`src/rtl/qpu_exu_cfg.svh`:
```
// Execution stage configuration
// Widths, depths, credit count and opcode values shared by all blocks

`ifndef QPU_EXU_CFG_SVH
`define QPU_EXU_CFG_SVH

`define QPU_INSTR_SIZE        32
`define QPU_XLEN              32
`define QPU_RFIDX_WIDTH       4     // 16 classical registers
`define QPU_TIME_WIDTH        24
`define QPU_EVENT_NUM         4
`define QPU_EVENT_IDX_WIDTH   2     // Selects one of QPU_EVENT_NUM channels
`define QPU_EVENT_WIRE_WIDTH  16
`define QPU_TIQ_DEPTH         8
`define QPU_CREDITS           4     // Also the dispatch buffer depth

// Opcodes live in the top bits of every instruction word
`define QPU_OPCODE_WIDTH      4
`define QPU_OP_ADDI           4'd1
`define QPU_OP_ADD            4'd2
`define QPU_OP_WAIT           4'd3
`define QPU_OP_EVENT          4'd4

`endif
```
`src/rtl/qpu_exu_pkg.sv`:
```
// Execution stage types
// The instruction word with its arithmetic, timing and event views

`include "qpu_exu_cfg.svh"

package qpu_exu_pkg;

  // ADDI and ADD
  typedef struct packed {
    logic [`QPU_OPCODE_WIDTH-1:0] opcode;
    logic [`QPU_RFIDX_WIDTH-1:0]  rd;
    logic [`QPU_RFIDX_WIDTH-1:0]  rs1;
    logic [`QPU_RFIDX_WIDTH-1:0]  rs2;
    logic [`QPU_INSTR_SIZE-`QPU_OPCODE_WIDTH-3*`QPU_RFIDX_WIDTH-1:0] imm; // Zero-extended
  } qpu_arith_t;

  // WAIT
  typedef struct packed {
    logic [`QPU_OPCODE_WIDTH-1:0] opcode;
    logic [`QPU_INSTR_SIZE-`QPU_OPCODE_WIDTH-`QPU_TIME_WIDTH-1:0] spare;
    logic [`QPU_TIME_WIDTH-1:0]   interval;
  } qpu_timing_t;

  // EVENT, rs1 sits where the arithmetic view has it
  typedef struct packed {
    logic [`QPU_OPCODE_WIDTH-1:0]    opcode;
    logic [`QPU_EVENT_IDX_WIDTH-1:0] channel;
    logic [`QPU_RFIDX_WIDTH-`QPU_EVENT_IDX_WIDTH-1:0] spare_hi;
    logic [`QPU_RFIDX_WIDTH-1:0]     rs1;
    logic [`QPU_INSTR_SIZE-`QPU_OPCODE_WIDTH-2*`QPU_RFIDX_WIDTH-1:0] spare_lo;
  } qpu_event_t;

  // One word, three decodes
  typedef union packed {
    qpu_arith_t  arith;
    qpu_timing_t timing;
    qpu_event_t  evt;
  } qpu_instr_u;

endpackage

```
`src/rtl/qpu_exu.sv`:
```
// Execution stage top level
// Connects dispatch, register file, execute unit and timing queue

`include "qpu_exu_cfg.svh"

module qpu_exu (
  input  logic                             i_clk,
  input  logic                             i_rst,
  input  logic                             i_instr_valid,
  input  qpu_exu_pkg::qpu_instr_u          i_instr,
  input  logic [`QPU_TIME_WIDTH-1:0]       i_timer,
  output logic                             o_instr_credit,
  output logic [`QPU_EVENT_NUM-1:0]        o_event_valid,
  output logic [`QPU_EVENT_WIRE_WIDTH-1:0] o_event_data,
  output logic                             o_active
);

  // Dispatch to execute
  logic                    issue_valid;
  qpu_exu_pkg::qpu_instr_u issue_instr;
  logic                    disp_busy;

  // Register file ports
  logic [`QPU_RFIDX_WIDTH-1:0] rs1_idx;
  logic [`QPU_RFIDX_WIDTH-1:0] rs2_idx;
  logic [`QPU_XLEN-1:0]        rs1_data;
  logic [`QPU_XLEN-1:0]        rs2_data;
  logic                        rf_wen;
  logic [`QPU_RFIDX_WIDTH-1:0] rf_wr_idx;
  logic [`QPU_XLEN-1:0]        rf_wr_data;
  logic                        time_wen;
  logic [`QPU_TIME_WIDTH-1:0]  time_data;
  logic [`QPU_TIME_WIDTH-1:0]  time_point;

  // Timing queue
  logic                             tiq_push;
  logic [`QPU_TIME_WIDTH-1:0]       tiq_time;
  logic [`QPU_EVENT_IDX_WIDTH-1:0]  tiq_channel;
  logic [`QPU_EVENT_WIRE_WIDTH-1:0] tiq_data;
  logic                             tiq_full;
  logic                             tiq_busy;

  ////////////////////////////////////////
  qpu_exu_disp u_qpu_exu_disp (
    .i_clk          (i_clk         ),
    .i_rst          (i_rst         ),
    .i_instr_valid  (i_instr_valid ),
    .i_instr        (i_instr       ),
    .i_tiq_full     (tiq_full      ),
    .o_issue_valid  (issue_valid   ),
    .o_issue_instr  (issue_instr   ),
    .o_instr_credit (o_instr_credit),
    .o_busy         (disp_busy     )
  );

  qpu_exu_regfile u_qpu_exu_regfile (
    .i_clk        (i_clk     ),
    .i_rst        (i_rst     ),
    .i_rs1_idx    (rs1_idx   ),
    .i_rs2_idx    (rs2_idx   ),
    .i_wen        (rf_wen    ),
    .i_wr_idx     (rf_wr_idx ),
    .i_wr_data    (rf_wr_data),
    .i_time_wen   (time_wen  ),
    .i_time_data  (time_data ),
    .o_rs1_data   (rs1_data  ),
    .o_rs2_data   (rs2_data  ),
    .o_time_point (time_point)
  );

  qpu_exu_exec u_qpu_exu_exec (
    .i_issue_valid (issue_valid),
    .i_issue_instr (issue_instr),
    .i_rs1_data    (rs1_data   ),
    .i_rs2_data    (rs2_data   ),
    .i_time_point  (time_point ),
    .o_rs1_idx     (rs1_idx    ),
    .o_rs2_idx     (rs2_idx    ),
    .o_wen         (rf_wen     ),
    .o_wr_idx      (rf_wr_idx  ),
    .o_wr_data     (rf_wr_data ),
    .o_time_wen    (time_wen   ),
    .o_time_data   (time_data  ),
    .o_tiq_push    (tiq_push   ),
    .o_tiq_time    (tiq_time   ),
    .o_tiq_channel (tiq_channel),
    .o_tiq_data    (tiq_data   )
  );

  qpu_exu_queue u_qpu_exu_queue (
    .i_clk         (i_clk        ),
    .i_rst         (i_rst        ),
    .i_push        (tiq_push     ),
    .i_time        (tiq_time     ),
    .i_channel     (tiq_channel  ),
    .i_data        (tiq_data     ),
    .i_timer       (i_timer      ),
    .o_full        (tiq_full     ),
    .o_event_valid (o_event_valid),
    .o_event_data  (o_event_data ),
    .o_busy        (tiq_busy     )
  );

  assign o_active = disp_busy | tiq_busy;   // Work still buffered or scheduled

endmodule

```
`src/rtl/qpu_exu_queue.sv`:
```
// Timing queue
// Holds scheduled events in push order and releases the head onto
// its one-hot channel once the external timer reaches its time

`include "qpu_exu_cfg.svh"

module qpu_exu_queue (
  input  logic                             i_clk,
  input  logic                             i_rst,
  input  logic                             i_push,
  input  logic [`QPU_TIME_WIDTH-1:0]       i_time,
  input  logic [`QPU_EVENT_IDX_WIDTH-1:0]  i_channel,
  input  logic [`QPU_EVENT_WIRE_WIDTH-1:0] i_data,
  input  logic [`QPU_TIME_WIDTH-1:0]       i_timer,
  output logic                             o_full,
  output logic [`QPU_EVENT_NUM-1:0]        o_event_valid,
  output logic [`QPU_EVENT_WIRE_WIDTH-1:0] o_event_data,
  output logic                             o_busy
);

  localparam int DEPTH = `QPU_TIQ_DEPTH;
  localparam int PTR_W = $clog2(DEPTH);

  function automatic logic [PTR_W-1:0] next_ptr(input logic [PTR_W-1:0] ptr);
    return (ptr == PTR_W'(DEPTH - 1)) ? '0 : ptr + 1'b1;
  endfunction

  // Entry storage
  logic [`QPU_TIME_WIDTH-1:0]       time_mem [DEPTH];
  logic [`QPU_EVENT_IDX_WIDTH-1:0]  chan_mem [DEPTH];
  logic [`QPU_EVENT_WIRE_WIDTH-1:0] data_mem [DEPTH];

  logic [PTR_W-1:0]           wr_ptr;
  logic [PTR_W-1:0]           rd_ptr;
  logic [PTR_W:0]             count;
  logic [`QPU_TIME_WIDTH-1:0] head_delta;
  logic                       head_due;
  logic                       pop;

  ////////////////////////////////////////
  // Release of the head

  // Difference keeps the compare correct across timer wrap
  assign head_delta = i_timer - time_mem[rd_ptr];
  assign head_due   = !head_delta[`QPU_TIME_WIDTH-1];
  assign pop        = (count != '0) && head_due;

  always_comb begin
    o_event_valid = '0;
    if (pop) begin
      o_event_valid[chan_mem[rd_ptr]] = 1'b1;
    end
  end

  assign o_event_data = pop ? data_mem[rd_ptr] : '0;
  assign o_full       = (count == (PTR_W+1)'(DEPTH));
  assign o_busy       = (count != '0);

  ////////////////////////////////////////
  // Pointers and occupancy
  always_ff @(posedge i_clk) begin
    if (i_rst) begin
      wr_ptr <= '0;
      rd_ptr <= '0;
      count  <= '0;
    end else begin
      if (i_push) begin
        wr_ptr <= next_ptr(wr_ptr);
      end
      if (pop) begin
        rd_ptr <= next_ptr(rd_ptr);
      end
      case ({i_push, pop})
        2'b10:   count <= count + 1'b1;
        2'b01:   count <= count - 1'b1;
        default: count <= count;
      endcase
    end
  end

  always_ff @(posedge i_clk) begin
    if (i_push) begin
      time_mem[wr_ptr] <= i_time;
      chan_mem[wr_ptr] <= i_channel;
      data_mem[wr_ptr] <= i_data;
    end
  end

  // Dispatch must hold EVENTs back while the queue is full
  a_no_push_full: assert property (@(posedge i_clk) disable iff (i_rst)
    i_push |-> !o_full);

endmodule

```
`src/rtl/qpu_exu_exec.sv`:
```
// Execute unit
// Decodes the issued word, does the register add or time point update,
// and builds the timing queue entry for an EVENT. Purely combinational.

`include "qpu_exu_cfg.svh"

module qpu_exu_exec (
  input  logic                            i_issue_valid,
  input  qpu_exu_pkg::qpu_instr_u         i_issue_instr,
  input  logic [`QPU_XLEN-1:0]            i_rs1_data,
  input  logic [`QPU_XLEN-1:0]            i_rs2_data,
  input  logic [`QPU_TIME_WIDTH-1:0]      i_time_point,
  output logic [`QPU_RFIDX_WIDTH-1:0]     o_rs1_idx,
  output logic [`QPU_RFIDX_WIDTH-1:0]     o_rs2_idx,
  output logic                            o_wen,
  output logic [`QPU_RFIDX_WIDTH-1:0]     o_wr_idx,
  output logic [`QPU_XLEN-1:0]            o_wr_data,
  output logic                            o_time_wen,
  output logic [`QPU_TIME_WIDTH-1:0]      o_time_data,
  output logic                            o_tiq_push,
  output logic [`QPU_TIME_WIDTH-1:0]      o_tiq_time,
  output logic [`QPU_EVENT_IDX_WIDTH-1:0] o_tiq_channel,
  output logic [`QPU_EVENT_WIRE_WIDTH-1:0] o_tiq_data
);

  localparam int IMM_W = $bits(i_issue_instr.arith.imm);

  logic [`QPU_OPCODE_WIDTH-1:0] opcode;
  logic [`QPU_XLEN-1:0]         imm_ext;
  logic [`QPU_XLEN-1:0]         sum_imm;
  logic [`QPU_XLEN-1:0]         sum_reg;
  logic [`QPU_TIME_WIDTH-1:0]   next_time;

  // Every view carries the opcode in the same place
  assign opcode = i_issue_instr.arith.opcode;

  ////////////////////////////////////////
  // Operand reads

  assign o_rs1_idx = i_issue_instr.arith.rs1;     // Also the EVENT data source
  assign o_rs2_idx = i_issue_instr.arith.rs2;

  ////////////////////////////////////////
  // Datapath

  assign imm_ext   = {{(`QPU_XLEN-IMM_W){1'b0}}, i_issue_instr.arith.imm};
  assign sum_imm   = i_rs1_data + imm_ext;         // Wraps modulo 2^32
  assign sum_reg   = i_rs1_data + i_rs2_data;
  assign next_time = i_time_point + i_issue_instr.timing.interval;

  ////////////////////////////////////////
  // Decode and write-back

  always_comb begin
    o_wen         = 1'b0;
    o_wr_idx      = i_issue_instr.arith.rd;
    o_wr_data     = sum_imm;
    o_time_wen    = 1'b0;
    o_time_data   = next_time;
    o_tiq_push    = 1'b0;
    o_tiq_time    = i_time_point;                  // Event fires at the current point
    o_tiq_channel = i_issue_instr.evt.channel;
    o_tiq_data    = i_rs1_data[`QPU_EVENT_WIRE_WIDTH-1:0];

    if (i_issue_valid) begin
      case (opcode)
        `QPU_OP_ADDI: begin
          o_wen     = 1'b1;
          o_wr_data = sum_imm;
        end
        `QPU_OP_ADD: begin
          o_wen     = 1'b1;
          o_wr_data = sum_reg;
        end
        `QPU_OP_WAIT: begin
          o_time_wen = 1'b1;
        end
        `QPU_OP_EVENT: begin
          o_tiq_push = 1'b1;
        end
        default: begin
          // Retired as a no-op
          o_wen = 1'b0;
        end
      endcase
    end
  end

endmodule

```
`src/rtl/qpu_exu_regfile.sv`:
```
// Classical register file
// 16 general registers with combinational reads, plus the time point

`include "qpu_exu_cfg.svh"

module qpu_exu_regfile (
  input  logic                        i_clk,
  input  logic                        i_rst,
  input  logic [`QPU_RFIDX_WIDTH-1:0] i_rs1_idx,
  input  logic [`QPU_RFIDX_WIDTH-1:0] i_rs2_idx,
  input  logic                        i_wen,
  input  logic [`QPU_RFIDX_WIDTH-1:0] i_wr_idx,
  input  logic [`QPU_XLEN-1:0]        i_wr_data,
  input  logic                        i_time_wen,
  input  logic [`QPU_TIME_WIDTH-1:0]  i_time_data,
  output logic [`QPU_XLEN-1:0]        o_rs1_data,
  output logic [`QPU_XLEN-1:0]        o_rs2_data,
  output logic [`QPU_TIME_WIDTH-1:0]  o_time_point
);

  localparam int NREGS = 1 << `QPU_RFIDX_WIDTH;

  logic [`QPU_XLEN-1:0]       regs [NREGS];
  logic [`QPU_TIME_WIDTH-1:0] time_point;

  ////////////////////////////////////////
  // Classical registers

  // Every register is writable, r0 included
  always_ff @(posedge i_clk) begin
    if (i_rst) begin
      for (int i = 0; i < NREGS; i++) begin
        regs[i] <= '0;
      end
    end else if (i_wen) begin
      regs[i_wr_idx] <= i_wr_data;
    end
  end

  assign o_rs1_data = regs[i_rs1_idx];
  assign o_rs2_data = regs[i_rs2_idx];

  ////////////////////////////////////////
  // Time point

  // Scheduling reference for EVENT, moved forward only by WAIT
  always_ff @(posedge i_clk) begin
    if (i_rst) begin
      time_point <= '0;
    end else if (i_time_wen) begin
      time_point <= i_time_data;
    end
  end

  assign o_time_point = time_point;

endmodule

```
`src/rtl/qpu_exu_disp.sv`:
```
// Dispatch buffer
// Takes instruction words against credits and issues them in order.
// An EVENT waits at the head while the timing queue is full.

`include "qpu_exu_cfg.svh"

module qpu_exu_disp (
  input  logic                    i_clk,
  input  logic                    i_rst,
  input  logic                    i_instr_valid,
  input  qpu_exu_pkg::qpu_instr_u i_instr,
  input  logic                    i_tiq_full,
  output logic                    o_issue_valid,
  output qpu_exu_pkg::qpu_instr_u o_issue_instr,
  output logic                    o_instr_credit,
  output logic                    o_busy
);

  localparam int DEPTH = `QPU_CREDITS;
  localparam int PTR_W = $clog2(DEPTH);

  function automatic logic [PTR_W-1:0] next_ptr(input logic [PTR_W-1:0] ptr);
    return (ptr == PTR_W'(DEPTH - 1)) ? '0 : ptr + 1'b1;
  endfunction

  qpu_exu_pkg::qpu_instr_u instr_mem [DEPTH];

  logic [PTR_W-1:0] wr_ptr;
  logic [PTR_W-1:0] rd_ptr;
  logic [PTR_W:0]   count;
  logic             head_is_event;
  logic             issue;

  ////////////////////////////////////////
  // Issue decision
  assign head_is_event = (instr_mem[rd_ptr].evt.opcode == `QPU_OP_EVENT);
  assign issue         = (count != '0) && !(head_is_event && i_tiq_full);

  assign o_issue_valid  = issue;
  assign o_issue_instr  = instr_mem[rd_ptr];
  assign o_instr_credit = issue;          // Slot frees as the head leaves
  assign o_busy         = (count != '0);

  ////////////////////////////////////////
  // Buffer control
  always_ff @(posedge i_clk) begin
    if (i_rst) begin
      wr_ptr <= '0;
      rd_ptr <= '0;
      count  <= '0;
    end else begin
      if (i_instr_valid) begin
        wr_ptr <= next_ptr(wr_ptr);
      end
      if (issue) begin
        rd_ptr <= next_ptr(rd_ptr);
      end
      case ({i_instr_valid, issue})
        2'b10:   count <= count + 1'b1;
        2'b01:   count <= count - 1'b1;
        default: count <= count;
      endcase
    end
  end

  // Payload
  always_ff @(posedge i_clk) begin
    if (i_instr_valid) begin
      instr_mem[wr_ptr] <= i_instr;
    end
  end

  ////////////////////////////////////////
  // Checks

  // Sender keeps to its credits, a full buffer takes a word only as the head leaves
  a_no_overflow: assert property (@(posedge i_clk) disable iff (i_rst)
    i_instr_valid |-> (count != (PTR_W+1)'(DEPTH)) || issue);

  // A credit only frees a slot that the pointers show as occupied
  a_credit_is_issue: assert property (@(posedge i_clk) disable iff (i_rst)
    o_instr_credit |-> (wr_ptr != rd_ptr) || (count == (PTR_W+1)'(DEPTH)));

endmodule

```
`config.mk`:
```
export PLATFORM = sky130hd
export DESIGN_NAME = qpu_exu
export DESIGN_NICKNAME = d
export VERILOG_FILES = /design/src/rtl/qpu_exu_pkg.sv /design/src/rtl/qpu_exu.sv /design/src/rtl/qpu_exu_queue.sv /design/src/rtl/qpu_exu_exec.sv /design/src/rtl/qpu_exu_regfile.sv /design/src/rtl/qpu_exu_disp.sv
export VERILOG_INCLUDE_DIRS = /design/src /design/src/rtl
export SDC_FILE = /design/constraint.sdc
export NUM_CORES = 1
export LEC_CHECK = 0
export BUFFER_PORTS_ARGS = -buffer_cell sky130_fd_sc_hd__buf_4
export CAP_MARGIN = 10
export CORE_ASPECT_RATIO = 1.25
export CORE_UTILIZATION = 30
export CTS_BUF_LIST = sky130_fd_sc_hd__clkbuf_4
export DETAILED_ROUTE_END_ITERATION = 8
export GPL_TIMING_DRIVEN = 0
export PLACE_DENSITY = 0.47
export SYNTH_ARGS = -nofsm -noshare
export SYNTH_HDL_FRONTEND = slang
export SYNTH_SLANG_ARGS = --single-unit
```
`constraint.sdc`:
```
create_clock -name i_clk -period 13.1 [get_ports i_clk]
set_input_delay 1.31 -clock i_clk [delete_from_list [all_inputs] [get_ports i_clk]]
set_output_delay 1.31 -clock i_clk [all_outputs]
set_load 0.005 [all_outputs]
```
# == After elaboration in Yosys (flattened, before gate mapping) ==
# Memory sizes are Yosys's and may differ from the RTL's. A register that Yosys moved wholly into a read port is not among the register bits.
# Cells that the tools add are included.
# op_classes
magnitude_cmp,2
reduce_logical,12
n_div,0
multipliers,0
add_sub_neg,12
shift,0
n_mux,38
n_bitwise,1
n_eq_ne,13
# ops
cell,count
2-to-1 mux 32 bit,3
adder 32 x 16 -> 32 bit,1
adder 32 bit,1
OR reduction 32 bit,1
adder 24 bit,1
2-to-1 mux 3 bit,8
subtractor 24 bit,1
2-to-1 mux 1 bit,17
2-to-1 mux 16 bit,1
"adder 3 x 1 -> 3 bit, second input constant",3
"== test 2 bit, second input constant",4
"== test 4 x 2 -> 1 bit, second input constant",2
2-to-1 mux 2 bit,4
2-to-1 mux 4 bit,2
one-hot mux 4 bit (2 select lines),1
"== test 3 bit, second input constant",2
one-hot mux 3 bit (2 select lines),1
"adder 2 x 1 -> 2 bit, second input constant",2
"adder 4 x 1 -> 4 bit, second input constant",1
"== test 2 x 1 -> 1 bit, second input constant",2
"== test 4 x 1 -> 1 bit, second input constant",1
"== test 4 x 3 -> 1 bit, second input constant",1
"== test 4 bit, second input constant",1
logical AND 1 bit,4
other kinds (11),13
# word_totals
regBits,41
latchBits,0
ramBits,976
inputBits,59
n_memories,5
rom_bits,0
word_cells,90
out_inout_bits,22
# memory_table
memory,words,width,read_ports,rd_clocked_by_memory_dff,wr,line,text
u_qpu_exu_regfile.regs,16,32,2,0,16,qpu_exu_regfile.sv:23,logic [`QPU_XLEN-1:0] regs [NREGS];
u_qpu_exu_queue.time_mem,8,24,1,1,1,qpu_exu_queue.sv:29,logic [`QPU_TIME_WIDTH-1:0] time_mem [DEPTH];
u_qpu_exu_disp.instr_mem,4,32,1,1,1,qpu_exu_disp.sv:26,qpu_exu_pkg::qpu_instr_u instr_mem [DEPTH];
u_qpu_exu_queue.data_mem,8,16,1,1,1,qpu_exu_queue.sv:31,logic [`QPU_EVENT_WIRE_WIDTH-1:0] data_mem [DEPTH];
u_qpu_exu_queue.chan_mem,8,2,1,1,1,qpu_exu_queue.sv:30,logic [`QPU_EVENT_IDX_WIDTH-1:0] chan_mem [DEPTH];

# == Longest topological paths before layout ==
# logic_depth
ltp_word,10
depth_mapped,23
depth_no_buf,19

# == Cells and area by module ==
# From an unflattened synthesis, not the netlist that was laid out.
# hier_totals
hier_cells,3248
hier_area_um2,50633.6
# modules_own_cells
module,cells_each,seq_area_each_um2,n_inst,area_per_inst_um2
qpu_exu_regfile,1765,15855.2,1,27356.2
qpu_exu_queue,651,10349.9,1,13843.3
qpu_exu_disp,226,4023.9,1,5118.7
qpu_exu_exec,605,0.0,1,4309.1
qpu_exu,1,0.0,1,6.3

# == Worst setup path before layout ==
# No wires, ideal clock.
# synth_path
kind,reg-to-reg
startpoint,register with a tool-made name
endpoint,"memory u_qpu_exu_queue.chan_mem[4][0] (netlist bit), enable pin"
n_path_buf,2
arrival_ns,5.501
setup_time_ns,0.502
path_stages_with_launch,9
path_slack_ns,7.097
period_less_slack_ns,6.003
required_ns,12.598
path_cell_list,dfxtp_1 -> buf_6 -> buf_4 -> mux4_2 -> nor4b_2 -> a31oi_1 -> nand2_1 -> or2_1 -> nor3b_1
# synth_rtl
item,line
end: declaration,qpu_exu_queue.sv:30

==> flow_summary.ini <==
[place]
numPlacedInstances = 3847
port_buffers = 79
hpwl_um = 72500
routabilityCongestion = 0.822
place_area_um2 = 38400

[synthesis]
synth.top_cell.area_share_pct = 61.2
number_of_warnings_reported_in_the_yosys_synthesis_log = 0
synth_seq_area_share_pct = 63.8
post_synth_inst_count = 2165
synth-simple-area-share_pct = 6.36
yosys.area_share.adder_pct = 3.34
async_flop_share_pct = 0
synth_enable_flop_cells = 720
synth-compound-area-share_pct = 3.47
post_synthesis_mean_instance_area_um2 = 16.3
netlist-cell-type-count = 69
synth_top_family_by_area = multiplexers
post_synth_mux_area_share_pct = 19.8
synth_area_leader_cell = edfxtp_1
synth-xor-area-share_pct = 1.33
syn-num-nets = 2316
ys_seq_elements = 766
synth.top_cells.by_area = edfxtp_1 61%, mux4_2 16%, nor2_1 3.8%
synthesis.area_um2 = 35300
synth-main-ff-cell = edfxtp_1

[layout]
final.fill_count = 11295
synthToLayoutAreaGrowth_pct = 15.8
postLayoutCellArea_um2 = 40900
post_layout_nonfiller_instances = 4190
fin_nets = 2630
fraction_of_layout_instances_using_a_drive_strength_above_1_pct = 29.1

[floorplan]
initial_standard_cell_utilization_of_the_core_pct = 30.3
core_area_um2 = 117000
placement_rows = 140
floorplan.io_pins = 81
die-height_um = 386
floorplan_die_area_um2 = 119000
die_width_um = 309

[pwr]
combinationalPowerShare_pct = 45.7
intPower_w = 0.00547
swShare_pct = 40.0
powerDensity_nw_per_um2 = 223
vdd.ir_drop.worst_mv = 0.129
share_of_power_burned_in_the_clock_network_pct = 22.0
cellLeakagePower_nw = 14.2
net-switching-power_w = 0.00365
seq_power_share_pct = 32.4

[timing]
totalNegativeSetupSlack_ps = 0
rsz0062_at_grt = false
report.final.hold_viol_count = 0
max-slew-margin-rel_pct = 25.2
max_slew.worst_pin.slew_ps = 1120
finalSetupViolCount = 0
period_share_pct = 74.4
slew_violations = 0
post-route-min-period_ps = 9740
max_clock_freq_ghz = 0.103
finalClockSkew_ps = 101

[run]
maxCapViolCount = 0

[global_route]
via_count_of_the_first_global_routing_pass = 22337
grt_start_max_net_pins = 23
grt_antenna_before_repair = 6
grt_first_pass_wirelength_um = 141000
globalRouteTotalUtil_pct = 16.4
gr-total-overflow = 0

[cts]
clock_tree.buffer_depth = 3
numCtsBuffers = 191
tritoncts = yes
worst_setup_hold_path_clk_slew_ps = 70
cts.root.buffer_cell = clkbuf_4
post_cts_buffers = 0
clock_sinks = 766
worstSkewPairLatency_ps = 1080
cts_max_level = 4
holdBufCountCts = 0
cts-resized-gates = 0

[routing]
detail_route.drc_violations = 0
ant_nets = 0
via_per_instance_ratio = 4.88
routed-via-count = 20437
average_wire_per_cell_in_the_routed_design_um = 23.0
routed_wirelength_um = 96200
drt-pass1-iter-count = 5
initial_detailed_routing_violation_count = 1073

[setup_path]
critPathArrivalTime_ps = 8430
worst-endpoint-required_ps = 11790
worstPathMaxFanout = 10
crit_end_category = output pin
crit_type = reg2out
crit_path_start_kind = register

[hold_path]
worst_hold_path_type = in2reg

[run_status]
outcome = finished, final reports clean
-- worst paths after layout --
check	startpoint	slack, ps	cells past startpoint	to
setup reg to reg	register	4590	22	u_qpu_exu_queue.count[2]
hold reg to reg	u_qpu_exu_disp.count[2]	500	2	u_qpu_exu_disp.count[2]
setup / recovery	register	3360	16	o_event_data[5]
hold / removal	i_instr[24]	440	1	u_qpu_exu_disp.instr_mem[2][24]
-- worst max-delay path, cell delays in order (launching register included) --
cell      delay [ps]
dfxtp_1          380
buf_2            400
buf_1            670
buf_1            890
mux4_2           600
mux2i_1          280
ha_1             310
a21o_1           180
a21o_1           160
a21oi_1          160
o21ai_0          120
or3b_1           390
a221oi_1         900
mux2i_1          600
clkbuf_1         780
nor2_1           280
buf_4            220
-- flip-flops by register name, indices dropped and copies added (netlist names), named ones only --
| signal | cells |
|---|---|
| u_qpu_exu_regfile.regs | 256 |
| u_qpu_exu_queue.time_mem | 192 |
| u_qpu_exu_disp.instr_mem | 128 |
| u_qpu_exu_queue.data_mem | 128 |
| u_qpu_exu_regfile.o_time_point | 24 |
| u_qpu_exu_queue.chan_mem | 16 |
| u_qpu_exu_queue.count | 4 |
| u_qpu_exu_disp.count | 3 |
| u_qpu_exu_queue.rd_ptr | 3 |
| u_qpu_exu_queue.wr_ptr | 3 |
| u_qpu_exu_disp.rd_ptr | 2 |
| u_qpu_exu_disp.wr_ptr | 2 |
-- final cells by class --
class	count	area [um^2]	share of cell area [%]
Sequential cell	766	22500	55.1
Multi-Input combinational cell	1253	12200	29.7
Clock buffer	272	2040	4.99
Tap cell	1562	1950	4.78
Timing Repair Buffer	121	1130	2.77
Buffer	121	569	1.39
Clock inverter	65	378	0.924
Inverter	25	93.8	0.230
Antenna cell	5	12.5	0.0306
-- power by group through the flow --
stage	clock [W]	sequential [W]	combinational, W
final	0.00200	0.00295	0.00416
after global routing	0.00218	0.00296	0.00456
after CTS	0.00207	0.00295	0.00421
after detailed placement	0	0.00301	0.00419
after global placement	0	0.00300	0.00411
after floorplan	0	0.00298	0.00293
-- synthesized netlist by cell type (6+ instances only) --
| master | n |
|---|---|
| a211oi_1 | 11 |
| a21o_1 | 23 |
| a21oi_1 | 55 |
| and2_1 | 6 |
| buf_1 | 20 |
| buf_2 | 28 |
| buf_4 | 7 |
| clkbuf_1 | 60 |
| dfxtp_1 | 46 |
| edfxtp_1 | 720 |
| ha_1 | 88 |
| inv_1 | 22 |
| mux2_2 | 22 |
| mux2i_1 | 109 |
| mux4_2 | 244 |
| nand2_1 | 82 |
| nand3_1 | 10 |
| nand4_1 | 7 |
| nor2_1 | 360 |
| nor2b_1 | 12 |
| nor3_1 | 17 |
| nor3b_1 | 6 |
| o21a_1 | 9 |
| o21ai_0 | 53 |
| o21bai_1 | 7 |
| or3_1 | 7 |
| xnor2_1 | 33 |
| xor2_1 | 17 |
-- cell families after synthesis --
logic type	after synthesis
DFF	766
and+or+nand+nor	532
muxes	381
AOI/OAI and AO/OA	196
buffers and inverters	146
adders and majority gates	92
xor gates and xnor gates	52
-- metal layers --
metal  wire length, um  GRT usage (%)  vias up
met1             36800           17.8    10437
met2             52400           30.7      521
li1                  -              -     9303
met5                13              0        -
met4              3200           7.57        2
met3              3860           3.09      174
-- through the flow --
step / power, W / hold slack [ps] / util (%) / worst slack (ps)
after floorplan: 0.00592 / 458 / - / 7100
after global placement: 0.00711 / 466 / 32.5 / 2820
after detailed placement: 0.00719 / 484 / 33.0 / 3990
after CTS: 0.00924 / 227 / 35.0 / 2670
after global routing: 0.00971 / 287 / 35.0 / 2600
final: 0.00912 / 442 / 35.0 / 3360
-- layout by cell type, fill, tap and decap left out, types with 6 or more instances in the layout --
cell type    n
a211oi_1    11
a21o_1      23
a21oi_1     55
buf_1       20
buf_2       28
buf_4       90
buf_6       33
clkbuf_1    60
clkbuf_4   272
clkinv_1    40
clkinv_2    11
dfxtp_1     46
edfxtp_1   720
ha_1        88
inv_1       22
inv_2        6
mux2_2      22
mux2i_1    109
mux4_2     244
nand2_1     82
nand3_1     10
nand4_1      7
nor2_1     358
nor2b_1     12
nor3_1      15
o21a_1       9
o21ai_0     53
o21bai_1     7
or3_1        7
xnor2_1     33
xor2_1      17
No activity file was read; power rests on OpenSTA's default activity.
